===== src/asym_fifo_pkg.sv =====
package asym_fifo_pkg;

   localparam int lane_w_c = 8;  // bits per byte lane

   // registered status, split onto ports at the top level
   typedef struct packed {
      logic w_full;
      logic r_empty;
   } fifo_flags_t;

   function automatic int max_lanes(input int a, input int b);
      return (a > b) ? a : b;
   endfunction

   function automatic int min_lanes(input int a, input int b);
      return (a < b) ? a : b;
   endfunction

   // log2 of wide side over narrow side
   function automatic int ratio_log2(input int w_lanes, input int r_lanes);
      return $clog2(max_lanes(w_lanes, r_lanes) / min_lanes(w_lanes, r_lanes));
   endfunction

   // pointer width of one side, counted in that side's words
   function automatic int ptr_w(input int addr_w, input int side_lanes, input int other_lanes);
      int narrow_w;
      narrow_w = addr_w - $clog2(min_lanes(side_lanes, other_lanes));
      if (side_lanes > other_lanes)
         return narrow_w - ratio_log2(side_lanes, other_lanes);
      return narrow_w;
   endfunction

   // ram rows are as wide as the wider side
   function automatic int row_w(input int addr_w, input int w_lanes, input int r_lanes);
      return addr_w - $clog2(max_lanes(w_lanes, r_lanes));
   endfunction

   function automatic bit valid_lanes(input int lanes);
      return (lanes == 1) || (lanes == 2) || (lanes == 4) || (lanes == 8);
   endfunction

endpackage


===== src/fifo_ctrl.sv =====
`timescale 1ns/1ps

module fifo_ctrl #(
   parameter int W_LANES = 1,
   parameter int R_LANES = 4,
   parameter int ADDR_W = 6,
   localparam int W_PTR_W = asym_fifo_pkg::ptr_w(ADDR_W, W_LANES, R_LANES),
   localparam int R_PTR_W = asym_fifo_pkg::ptr_w(ADDR_W, R_LANES, W_LANES)
) (
   input  logic                        clk_i,
   input  logic                        reset_i,
   input  logic                        w_en_i,
   input  logic                        r_en_i,
   output logic                        w_go_o,
   output logic                        r_go_o,
   output logic [W_PTR_W-1:0]          w_ptr_o,
   output logic [R_PTR_W-1:0]          r_ptr_o,
   output logic [ADDR_W:0]             level_o,
   output asym_fifo_pkg::fifo_flags_t  flags_o
);
   import asym_fifo_pkg::*;

   localparam logic [ADDR_W:0] DEPTH = {1'b1, {ADDR_W{1'b0}}};  // in lanes
   localparam logic [ADDR_W:0] W_INCR = (ADDR_W + 1)'(W_LANES);
   localparam logic [ADDR_W:0] R_INCR = (ADDR_W + 1)'(R_LANES);

   logic [W_PTR_W-1:0] w_ptr_q;
   logic [R_PTR_W-1:0] r_ptr_q;
   logic [ADDR_W:0]    level_q;
   logic [ADDR_W:0]    level_nxt;
   fifo_flags_t        flags_q;
   fifo_flags_t        flags_nxt;

   // accesses while full or empty are dropped here
   assign w_go_o = w_en_i & ~flags_q.w_full;
   assign r_go_o = r_en_i & ~flags_q.r_empty;

   always_ff @(posedge clk_i) begin
      if (reset_i) begin
         w_ptr_q <= '0;
         r_ptr_q <= '0;
      end else begin
         if (w_go_o)
            w_ptr_q <= w_ptr_q + 1'b1;  // wraps with the row count
         if (r_go_o)
            r_ptr_q <= r_ptr_q + 1'b1;
      end
   end

   always_comb begin
      level_nxt = level_q;
      case ({w_go_o, r_go_o})
         2'b10:   level_nxt = level_q + W_INCR;           // write only
         2'b01:   level_nxt = level_q - R_INCR;           // read only
         2'b11:   level_nxt = level_q + W_INCR - R_INCR;  // both
         default: level_nxt = level_q;
      endcase
   end

   // flags follow the next level so they are right one edge later
   always_comb begin
      flags_nxt.w_full  = level_nxt > (DEPTH - W_INCR);
      flags_nxt.r_empty = level_nxt < R_INCR;
   end

   always_ff @(posedge clk_i) begin
      if (reset_i) begin
         level_q         <= '0;
         flags_q.w_full  <= 1'b0;
         flags_q.r_empty <= 1'b1;
      end else begin
         level_q <= level_nxt;
         flags_q <= flags_nxt;
      end
   end

   assign w_ptr_o = w_ptr_q;
   assign r_ptr_o = r_ptr_q;
   assign level_o = level_q;
   assign flags_o = flags_q;

   // depth is at least twice the wider side, so both flags cannot hold
   a_flags_excl: assert property (
      @(posedge clk_i) disable iff (reset_i)
      !(flags_q.w_full && flags_q.r_empty)
   );

   a_level_max: assert property (
      @(posedge clk_i) disable iff (reset_i)
      level_q <= DEPTH
   );

   // no silent drift of the level
   a_level_hold: assert property (
      @(posedge clk_i) disable iff (reset_i)
      !(w_go_o || r_go_o) |=> $stable(level_q)
   );

endmodule


===== src/lane_converter.sv =====
`timescale 1ns/1ps

module lane_converter #(
   parameter int W_LANES = 1,
   parameter int R_LANES = 4,
   parameter int ADDR_W = 6,
   localparam int MAX_LANES = asym_fifo_pkg::max_lanes(W_LANES, R_LANES),
   localparam int ROW_W = asym_fifo_pkg::row_w(ADDR_W, W_LANES, R_LANES),
   localparam int W_PTR_W = asym_fifo_pkg::ptr_w(ADDR_W, W_LANES, R_LANES),
   localparam int R_PTR_W = asym_fifo_pkg::ptr_w(ADDR_W, R_LANES, W_LANES)
) (
   input  logic                                          clk_i,
   input  logic                                          reset_i,
   input  logic                                          w_go_i,
   input  logic                                          r_go_i,
   input  logic [W_PTR_W-1:0]                            w_ptr_i,
   input  logic [R_PTR_W-1:0]                            r_ptr_i,
   input  logic [W_LANES*asym_fifo_pkg::lane_w_c-1:0]    w_data_i,
   output logic [R_LANES*asym_fifo_pkg::lane_w_c-1:0]    r_data_o,
   output logic                                          mem_w_en_o,
   output logic [ROW_W-1:0]                              mem_w_row_o,
   output logic [MAX_LANES-1:0]                          mem_w_mask_o,
   output logic [MAX_LANES*asym_fifo_pkg::lane_w_c-1:0]  mem_w_data_o,
   output logic                                          mem_r_en_o,
   output logic [ROW_W-1:0]                              mem_r_row_o,
   input  logic [MAX_LANES*asym_fifo_pkg::lane_w_c-1:0]  mem_r_data_i
);
   import asym_fifo_pkg::*;

   localparam int SEL_W = ratio_log2(W_LANES, R_LANES);  // narrow words per row, log2
   localparam int R_BITS = R_LANES * lane_w_c;

   assign mem_w_en_o = w_go_i;
   assign mem_r_en_o = r_go_i;

   if (W_LANES < R_LANES) begin : g_narrow_w
      localparam logic [MAX_LANES-1:0] W_BASE_MASK = MAX_LANES'({W_LANES{1'b1}});

      logic [SEL_W-1:0] w_sel;

      assign mem_w_row_o = w_ptr_i[W_PTR_W-1:SEL_W];
      assign w_sel       = w_ptr_i[SEL_W-1:0];

      // same word on every slot, mask picks the slot
      assign mem_w_mask_o = W_BASE_MASK << (w_sel * W_LANES);
      assign mem_w_data_o = {(MAX_LANES / W_LANES){w_data_i}};
   end else begin : g_wide_w
      assign mem_w_row_o  = w_ptr_i;
      assign mem_w_mask_o = '1;  // whole row
      assign mem_w_data_o = w_data_i;
   end

   if (R_LANES < W_LANES) begin : g_narrow_r
      logic [SEL_W-1:0] r_sel_q;

      assign mem_r_row_o = r_ptr_i[R_PTR_W-1:SEL_W];

      // slot index travels alongside the ram read
      always_ff @(posedge clk_i) begin
         if (reset_i)
            r_sel_q <= '0;
         else if (r_go_i)
            r_sel_q <= r_ptr_i[SEL_W-1:0];
      end

      assign r_data_o = mem_r_data_i[r_sel_q * R_BITS +: R_BITS];
   end else begin : g_wide_r
      assign mem_r_row_o = r_ptr_i;
      assign r_data_o    = mem_r_data_i;
   end

   // one write word of lanes per write, a single lane for byte writes
   a_mask_lanes: assert property (
      @(posedge clk_i) disable iff (reset_i)
      mem_w_en_o |-> ($countones(mem_w_mask_o) == W_LANES)
   );

endmodule


===== src/lane_ram_2p.sv =====
`timescale 1ns/1ps

module lane_ram_2p #(
   parameter int LANES = 4,
   parameter int ROW_W = 4
) (
   input  logic                                      clk_i,
   input  logic                                      reset_i,
   input  logic                                      w_en_i,
   input  logic                                      r_en_i,
   input  logic [ROW_W-1:0]                          w_row_i,
   input  logic [ROW_W-1:0]                          r_row_i,
   input  logic [LANES-1:0]                          w_mask_i,
   input  logic [LANES*asym_fifo_pkg::lane_w_c-1:0]  w_data_i,
   output logic [LANES*asym_fifo_pkg::lane_w_c-1:0]  r_data_o
);
   import asym_fifo_pkg::*;

   localparam int ROWS = 2 ** ROW_W;

   logic [LANES*lane_w_c-1:0] mem_q [ROWS];

   always_ff @(posedge clk_i) begin
      if (w_en_i) begin
         for (int l = 0; l < LANES; l++) begin
            if (w_mask_i[l])
               mem_q[w_row_i][l*lane_w_c +: lane_w_c] <= w_data_i[l*lane_w_c +: lane_w_c];
         end
      end
   end

   // holds between reads, old data on a same-row write
   always_ff @(posedge clk_i) begin
      if (reset_i)
         r_data_o <= '0;
      else if (r_en_i)
         r_data_o <= mem_q[r_row_i];
   end

   a_rows_known: assert property (
      @(posedge clk_i) disable iff (reset_i)
      !((w_en_i && $isunknown(w_row_i)) || (r_en_i && $isunknown(r_row_i)))
   );

endmodule


===== src/asym_fifo.sv =====
`timescale 1ns/1ps

module asym_fifo #(
   parameter int W_LANES = 1,
   parameter int R_LANES = 4,
   parameter int ADDR_W = 6
) (
   input  logic                                        clk_i,
   input  logic                                        reset_i,
   input  logic                                        w_en_i,
   input  logic [W_LANES*asym_fifo_pkg::lane_w_c-1:0]  w_data_i,
   input  logic                                        r_en_i,
   output logic [R_LANES*asym_fifo_pkg::lane_w_c-1:0]  r_data_o,
   output logic                                        w_full_o,
   output logic                                        r_empty_o,
   output logic [ADDR_W:0]                             level_o
);
   import asym_fifo_pkg::*;

   localparam int MAX_LANES = max_lanes(W_LANES, R_LANES);
   localparam int ROW_W = row_w(ADDR_W, W_LANES, R_LANES);
   localparam int W_PTR_W = ptr_w(ADDR_W, W_LANES, R_LANES);
   localparam int R_PTR_W = ptr_w(ADDR_W, R_LANES, W_LANES);
   localparam int ROW_BITS = MAX_LANES * lane_w_c;

   // elaboration checks on the shape
   if (!valid_lanes(W_LANES) || !valid_lanes(R_LANES)) begin : g_bad_lanes
      $error("asym_fifo: each side must be 1, 2, 4 or 8 lanes wide");
   end
   if ((min_lanes(W_LANES, R_LANES) << ratio_log2(W_LANES, R_LANES)) != MAX_LANES)
   begin : g_bad_ratio
      $error("asym_fifo: wide side is not a power-of-two multiple of the narrow side");
   end
   if (ADDR_W <= $clog2(MAX_LANES)) begin : g_bad_depth
      $error("asym_fifo: depth must hold at least two wide words");
   end

   fifo_flags_t          flags;
   logic                 w_go;
   logic                 r_go;
   logic [W_PTR_W-1:0]   w_ptr;
   logic [R_PTR_W-1:0]   r_ptr;
   logic                 mem_w_en;
   logic [ROW_W-1:0]     mem_w_row;
   logic [MAX_LANES-1:0] mem_w_mask;
   logic [ROW_BITS-1:0]  mem_w_data;
   logic                 mem_r_en;
   logic [ROW_W-1:0]     mem_r_row;
   logic [ROW_BITS-1:0]  mem_r_data;

   fifo_ctrl #(
      .W_LANES(W_LANES),
      .R_LANES(R_LANES),
      .ADDR_W (ADDR_W)
   ) u_fifo_ctrl (
      .clk_i  (clk_i),
      .reset_i(reset_i),
      .w_en_i (w_en_i),
      .r_en_i (r_en_i),
      .w_go_o (w_go),
      .r_go_o (r_go),
      .w_ptr_o(w_ptr),
      .r_ptr_o(r_ptr),
      .level_o(level_o),
      .flags_o(flags)
   );

   lane_converter #(
      .W_LANES(W_LANES),
      .R_LANES(R_LANES),
      .ADDR_W (ADDR_W)
   ) u_lane_converter (
      .clk_i       (clk_i),
      .reset_i     (reset_i),
      .w_go_i      (w_go),
      .r_go_i      (r_go),
      .w_ptr_i     (w_ptr),
      .r_ptr_i     (r_ptr),
      .w_data_i    (w_data_i),
      .r_data_o    (r_data_o),
      .mem_w_en_o  (mem_w_en),
      .mem_w_row_o (mem_w_row),
      .mem_w_mask_o(mem_w_mask),
      .mem_w_data_o(mem_w_data),
      .mem_r_en_o  (mem_r_en),
      .mem_r_row_o (mem_r_row),
      .mem_r_data_i(mem_r_data)
   );

   lane_ram_2p #(
      .LANES(MAX_LANES),
      .ROW_W(ROW_W)
   ) u_lane_ram (
      .clk_i   (clk_i),
      .reset_i (reset_i),
      .w_en_i  (mem_w_en),
      .r_en_i  (mem_r_en),
      .w_row_i (mem_w_row),
      .r_row_i (mem_r_row),
      .w_mask_i(mem_w_mask),
      .w_data_i(mem_w_data),
      .r_data_o(mem_r_data)
   );

   assign w_full_o  = flags.w_full;
   assign r_empty_o = flags.r_empty;

endmodule


===== config.mk =====
export PLATFORM = sky130hd
export DESIGN_NAME = asym_fifo
export DESIGN_NICKNAME = d
export VERILOG_FILES = /design/src/asym_fifo_pkg.sv /design/src/fifo_ctrl.sv /design/src/lane_converter.sv /design/src/lane_ram_2p.sv /design/src/asym_fifo.sv
export SDC_FILE = /design/constraint.sdc
export NUM_CORES = 1
export LEC_CHECK = 0
export BUFFER_PORTS_ARGS = -buffer_cell sky130_fd_sc_hd__buf_2
export CORE_ASPECT_RATIO = 2
export CORE_UTILIZATION = 40
export DETAILED_ROUTE_END_ITERATION = 8
export PLACE_DENSITY = 0.54
export SLEW_MARGIN = 20
export SYNTH_ARGS = -nofsm -noshare
export SYNTH_HDL_FRONTEND = slang
export SYNTH_SLANG_ARGS = --single-unit

===== constraint.sdc =====
create_clock -name clk_i -period 2.54 [get_ports clk_i]
set_input_delay 0.508 -clock clk_i [delete_from_list [all_inputs] [get_ports clk_i]]
set_output_delay 0.508 -clock clk_i [all_outputs]
set_load 0.05 [all_outputs]

==> impl_metrics.toml, run 1 <==
[clock_network]
cts_htree_levels = 2
hold_buffers = 0
clock-sinks = 563
ctsResizeCount = 0
clock_latency_ns = 0.58
clk_pin_slew_ns = 0.07
cts_tree = "built"
postCtsSetupBuffers = 0
numCtsBuffers = 48
root_buffer = "clkbuf_16"
clock_path_buffers = 3

[finish]
n_antenna_cell = 0
nets = 1233
final_layout_size_suffix_gt1_share_pct = 31.3
layout_commonest_cell = "edfxtp_1"
multi_input_area_sq_mm = 0.00480
final_cell_mix = "512 x edfxtp_1, 128 x mux4_2, 99 x buf_4"
fillers = 4421
post-route-cell-area_sq_mm = 0.0248
syn2layout_area_growth_pct = 15.0
seq_area_sq_mm = 0.0164

[grt]
grt_pass1_wl_microns = 74600
grt_max_degree = 65
grt_overflow = 0
grt_pass1_vias = 11300
antenna_found_initial = 0
grt_util_all_layers_pct = 18.8

[route]
wirelength_microns = 50200
firstDrtPassIters = 7
vias_per_cell = 5.54
via_count = 10600
drcViolationCount = 6
routedWlPerCell_microns = 26.2
ant_nets = 0
dr.first_iter.drc_count = 724

[die]
rows = 119
pin_count = 53
dieWidth_microns = 166
dieArea_sq_mm = 0.0548
core_area_sq_mm = 0.0529
initial_core_util_pct = 40.7
die_y_microns = 330

[synth]
synth_area_sq_mm = 0.0215
synth_ff_type = "edfxtp_1"
synth_top_area_cell = "edfxtp_1"
ys_ff_latch = 563
synthTopCellsByArea = "edfxtp_1 71%, mux4_2 13%, dfxtp_1 4.7%, a22oi_1 2.2%, nor2_1 1.4%"
ys_seq_area_share_pct = 76.2
syn_nets = 1091
synth_top_area_share_pct = 71.4
async_flop_share_pct = 0
ys_types = 41
yosys_warnings = 0
synth_edf_count = 512
postSynthCellCount = 1072
avgSynthCellArea_sq_um = 20.1

[placement]
dpl.hpwl_microns = 32300
gp_congestion = 0.741
place_area_sq_mm = 0.0233
io_buffers = 52

[timing]
fmax_mhz = 418
period_share_pct = 94.2
finClkSkew_ns = 0.0175
drv_slew = 0
fin_crit_ns = 2.39
setup_tns_ns = 0
worst_slew_pin_slew_ns = 0.790
setup_viol = 0
relSlewSlack_pct = 47.3
rsz0062_at_grt = "false"
final-hold-violation-count = 0

[pwr]
power_density_mw_per_mm2 = 825
irDropWorstVdd_uv = 449
p_leak_uw = 0.00791

[run]
drv_cap = 0

[setup_path]
critPathBufInv = 2
critPathMaxFanout = 30
endpoint_kind = "flip-flop"
critPathArrivalTime_ns = 2.86
max_stage_delay_ns = 0.51
cpMaxStageDelayCell = "mux4_2"
path_delay_family = "compound AO/OA/AOI/OAI gates"
crit_cells = 6
reg2reg_depth = 6
path_class = "flip-flop to flip-flop"
path_cells = "buf_12 > buf_4 > mux4_2 > a22oi_1 > a21oi_1 > a31o_2"
worstSetupStartpointType = "flip-flop"
critPathRequiredTime_ns = 3.01

[hold_path]
hold_class = "input port to flip-flop"
hold_depth = 2

[status]
violations = "design-rule violations"
status = "finished, violations left"
[area by class of cell]
| type | count | area share (%) |
|---|---|---|
| Inverter | 3 | 0.0455 |
| Tap cell | 665 | 3.36 |
| Timing Repair Buffer | 161 | 4.92 |
| Clock buffer | 57 | 5.15 |
| Clock inverter | 28 | 0.859 |
| Sequential cell | 563 | 66.3 |
| Multi-Input combinational cell | 437 | 19.4 |
[flip-flops by register name, indices dropped and copies added (netlist names)]
register,cells
u_fifo_ctrl.flags_o,2
u_fifo_ctrl.level_o,7
u_fifo_ctrl.r_ptr_o,4
u_fifo_ctrl.w_ptr_o,6
u_lane_ram.mem_q,512
u_lane_ram.r_data_o,32
[final timing paths]
kind,startpoint,slack [ns],to
setup / recovery,u_fifo_ctrl.r_ptr_o[0]$_SDFFE_PP0N_,0.15,u_lane_ram.r_data_o[27]$_SDFFE_PP0N_
hold / removal,reset_i,0.31,u_fifo_ctrl.level_o[2]$_SDFF_PP0_
setup reg to reg,u_fifo_ctrl.r_ptr_o[0]$_SDFFE_PP0N_,0.15,u_lane_ram.r_data_o[27]$_SDFFE_PP0N_
hold reg to reg,u_lane_ram.r_data_o[31]$_SDFFE_PP0N_,0.47,u_lane_ram.r_data_o[31]$_SDFFE_PP0N_
[worst register-to-register path, cell delays in order, from the launching register on]
cell and delay, ns:
dfxtp_4 0.48, buf_12 0.29, buf_4 0.29, mux4_2 0.51, a22oi_1 0.38, a21oi_1 0.13, a31o_2 0.22
[metal layers]
metal | vias up | global-route usage [%] | share of wire [%]
met4 | 0 | 6.66 | 2.9
met2 | 232 | 36.4 | 57
li1 | 4675 | - | -
met1 | 5624 | 21.2 | 37
met3 | 66 | 2.20 | 3.5
met5 | - | 0 | 0
[per-stage QoR]
step	total power [uW]	worst slack [ns]	std cells	hold slack, ns	util [%]
floorplan	12700	0.0872	1072	0.528	-
global placement	13600	0.109	1829	0.463	44.0
detailed placement	13600	0.113	1829	0.459	44.0
CTS	20700	0.0898	1914	0.271	46.8
global route	21100	0.0675	1914	0.304	46.8
finish	20400	0.147	1914	0.306	46.8
[logic make-up after synthesis]
group                    synth area share (%)
buffers and inverters                    1.58
AND/OR/NAND/NOR                          2.89
adder cells (fa/ha/maj)                 0.407
AO/OA/AOI/OAI                            4.71
multiplexers                             13.5
XOR/XNOR                                0.773
flip-flops                               76.2
[power breakdown]
group	switching, uW	total [uW]	internal (uW)	leakage, uW
clock	3240	7120	3880	0.000729
sequential	176	10500	10300	0.00502
combinational	1630	2850	1220	0.00216
total	5040	20400	15400	0.00791
[Yosys cell counts (all sizes together) (5+ instances only)]
| cell | instances |
|---|---|
| nand4 | 6 |
| nand3 | 8 |
| nor2b | 7 |
| edfxtp | 512 |
| a22oi | 64 |
| clkbuf | 38 |
| xor2 | 8 |
| nor2 | 82 |
| a21oi | 36 |
| dfxtp | 51 |
| buf | 31 |
| a31o | 32 |
| mux4 | 128 |
| nand2 | 22 |
| and2 | 5 |
| xnor2 | 11 |
| ha | 7 |
(Power assumes the default switching activity.)
==> inputs of run 2 (changes only) <==
--- a/config.mk
+++ b/config.mk
@@ -9,7 +9,8 @@
 export CORE_ASPECT_RATIO = 2
 export CORE_UTILIZATION = 40
 export DETAILED_ROUTE_END_ITERATION = 8
-export PLACE_DENSITY = 0.54
+export PLACE_DENSITY = 0.64
+export SETUP_SLACK_MARGIN = 0.05
 export SLEW_MARGIN = 20
 export SYNTH_ARGS = -nofsm -noshare
 export SYNTH_HDL_FRONTEND = slang
==> run 2 against run 1 <==
Against the previous run: the flow still finishes with violations (design-rule violations); clock-buffer cell count rose by 8; maximum frequency rose by 7.4%; die area did not move; sequential power barely moved; critical path depth rose by 4; power fell by 1.6%; sequential share of layout area rose by 0.29 points.
==> impl_metrics.toml, run 2 (synthesis gave the netlist of run 1 again) <==
[setup_path]
reg2reg_depth = 10
setup.worst_path.start = "u_fifo_ctrl.flags_o[1]$_SDFF_PP0_"
critPathBufInv = 0
reg2reg_from = "u_fifo_ctrl.flags_o[1]$_SDFF_PP0_"
critPathArrivalTime_ns = 2.65
critPathRequiredTime_ns = 2.97
max_stage_delay_ns = 0.34
endpoint_kind = "flip-flop"
crit_cells = 10
path_delay_family = "simple AND/OR/NAND/NOR gates"
cpMaxStageDelayCell = "dfxtp_1"
worstSetupStartpointType = "flip-flop"
path_class = "flip-flop to flip-flop"
path_cells = "and2b_2 > nand4_1 > nor2_1 > xnor2_1 > ha_1 > nand3b_1 > or3_1 > o22ai_1 > xor2_1 > o41ai_2"
critPathMaxFanout = 4

[clock_network]
ctsResizeCount = 0
hold_buffers = 0
root_buffer = "clkbuf_16"
postCtsSetupBuffers = 0
numCtsBuffers = 45
cts_tree = "built"
cts_htree_levels = 2
clk_pin_slew_ns = 0.07
clock-sinks = 563
clock_path_buffers = 3
clock_latency_ns = 0.58

[pwr]
irDropWorstVdd_uv = 419
p_clk_share_pct = 34.2
seq_power_share_pct = 51.9
p_int_uw = 15200
power.switching_uw = 4940
power_density_mw_per_mm2 = 816
swShare_pct = 24.6
p_leak_uw = 0.00785
power_frac_comb_pct = 13.9
p_total_uw = 20100

[hold_path]
min_from = "reset_i"
hold_class = "input port to flip-flop"
hold_depth = 2

[timing]
period_share_pct = 87.7
drv_slew = 0
setup_tns_ns = 0
fin_crit_ns = 2.23
final-hold-violation-count = 0
setup_viol = 0
relSlewSlack_pct = 43.6
finClkSkew_ns = 0.0195
worst_slew_pin_slew_ns = 0.847
fmax_mhz = 449
rsz0062_at_grt = "false"

[finish]
nets = 1218
largest-register = "u_lane_ram.mem_q"
n_antenna_cell = 0
largest_register_ffs = 512
final_layout_size_suffix_gt1_share_pct = 30.7
layout_commonest_cell = "edfxtp_1"
fin_cells = 1901
utilization_pct = 46.6
syn2layout_area_growth_pct = 14.5
final_cell_mix = "512 x edfxtp_1, 128 x mux4_2, 83 x buf_4"
post-route-cell-area_sq_mm = 0.0247

[route]
vias_per_cell = 5.57
firstDrtPassIters = 8
drcViolationCount = 8
via_count = 10600
wirelength_microns = 48700
dr.first_iter.drc_count = 721
ant_nets = 0
routedWlPerCell_microns = 25.6

[die]
dieWidth_microns = 166
die_y_microns = 330
dieArea_sq_mm = 0.0548
rows = 119
initial_core_util_pct = 40.7
pin_count = 53
core_area_sq_mm = 0.0529

[grt]
grt_pass1_vias = 11200
grt_max_degree = 65
antenna_found_initial = 0
grt_overflow = 0
grt_util_all_layers_pct = 18.3
grt_pass1_wl_microns = 72900

[placement]
place_area_sq_mm = 0.0232
gp_congestion = 0.782
io_buffers = 52
dpl.hpwl_microns = 30700
dp_cells = 1817

[status]
status = "finished, violations left"
violations = "design-rule violations"

[run]
drv_cap = 0
[run 2: stage by stage]
| step | hold slack, ns | worst slack (ns) |
|---|---|---|
| 2_1_floorplan | 0.528 | 0.0872 |
| 3_3_place_gp | 0.453 | 0.143 |
| 3_5_place_dp | 0.463 | 0.132 |
| 4_1_cts | 0.292 | 0.315 |
| 5_1_grt | 0.311 | 0.0960 |
| 6_report | 0.305 | 0.312 |
[run 2: final cells by class]
class | instances | area [sq um]
repair buffers | 149 | 1160
inverters | 3 | 11.3
clock buffers | 65 | 1300
multi-input cells | 437 | 4800
fillers | 4292 | 28200
clock inverters | 19 | 134
well taps | 665 | 832
flip-flops and latches | 563 | 16400
[run 2: power by group through the flow]
stage	logic [uW]	registers [uW]	clock network, uW
2_1_floorplan	1680	11000	0
3_3_place_gp	2830	10600	0
3_5_place_dp	2850	10600	0
4_1_cts	2860	10400	7010
5_1_grt	3000	10500	7320
6_report	2800	10400	6870
[run 2: routing by layer]
| metal | part of all wire (%) | vias up | global-route usage, % |
|---|---|---|---|
| met5 | 0 | - | 0 |
| met4 | 4.0 | 0 | 8.13 |
| met3 | 4.0 | 81 | 2.08 |
| met2 | 56 | 311 | 34.7 |
| met1 | 36 | 5553 | 20.5 |
| li1 | - | 4638 | - |
[run 2: path summary, 6_finish.rpt]
| path | slack (ns) | end |
|---|---|---|
| worst min-delay path | 0.31 | u_fifo_ctrl.w_ptr_o[1]$_SDFFE_PP0N_ |
| worst min register to register | 0.48 | u_lane_ram.r_data_o[4]$_SDFFE_PP0N_ |
| worst max-delay path | 0.31 | u_fifo_ctrl.flags_o[0]$_SDFF_PP1_ |
| worst max register to register | 0.31 | u_fifo_ctrl.flags_o[0]$_SDFF_PP1_ |
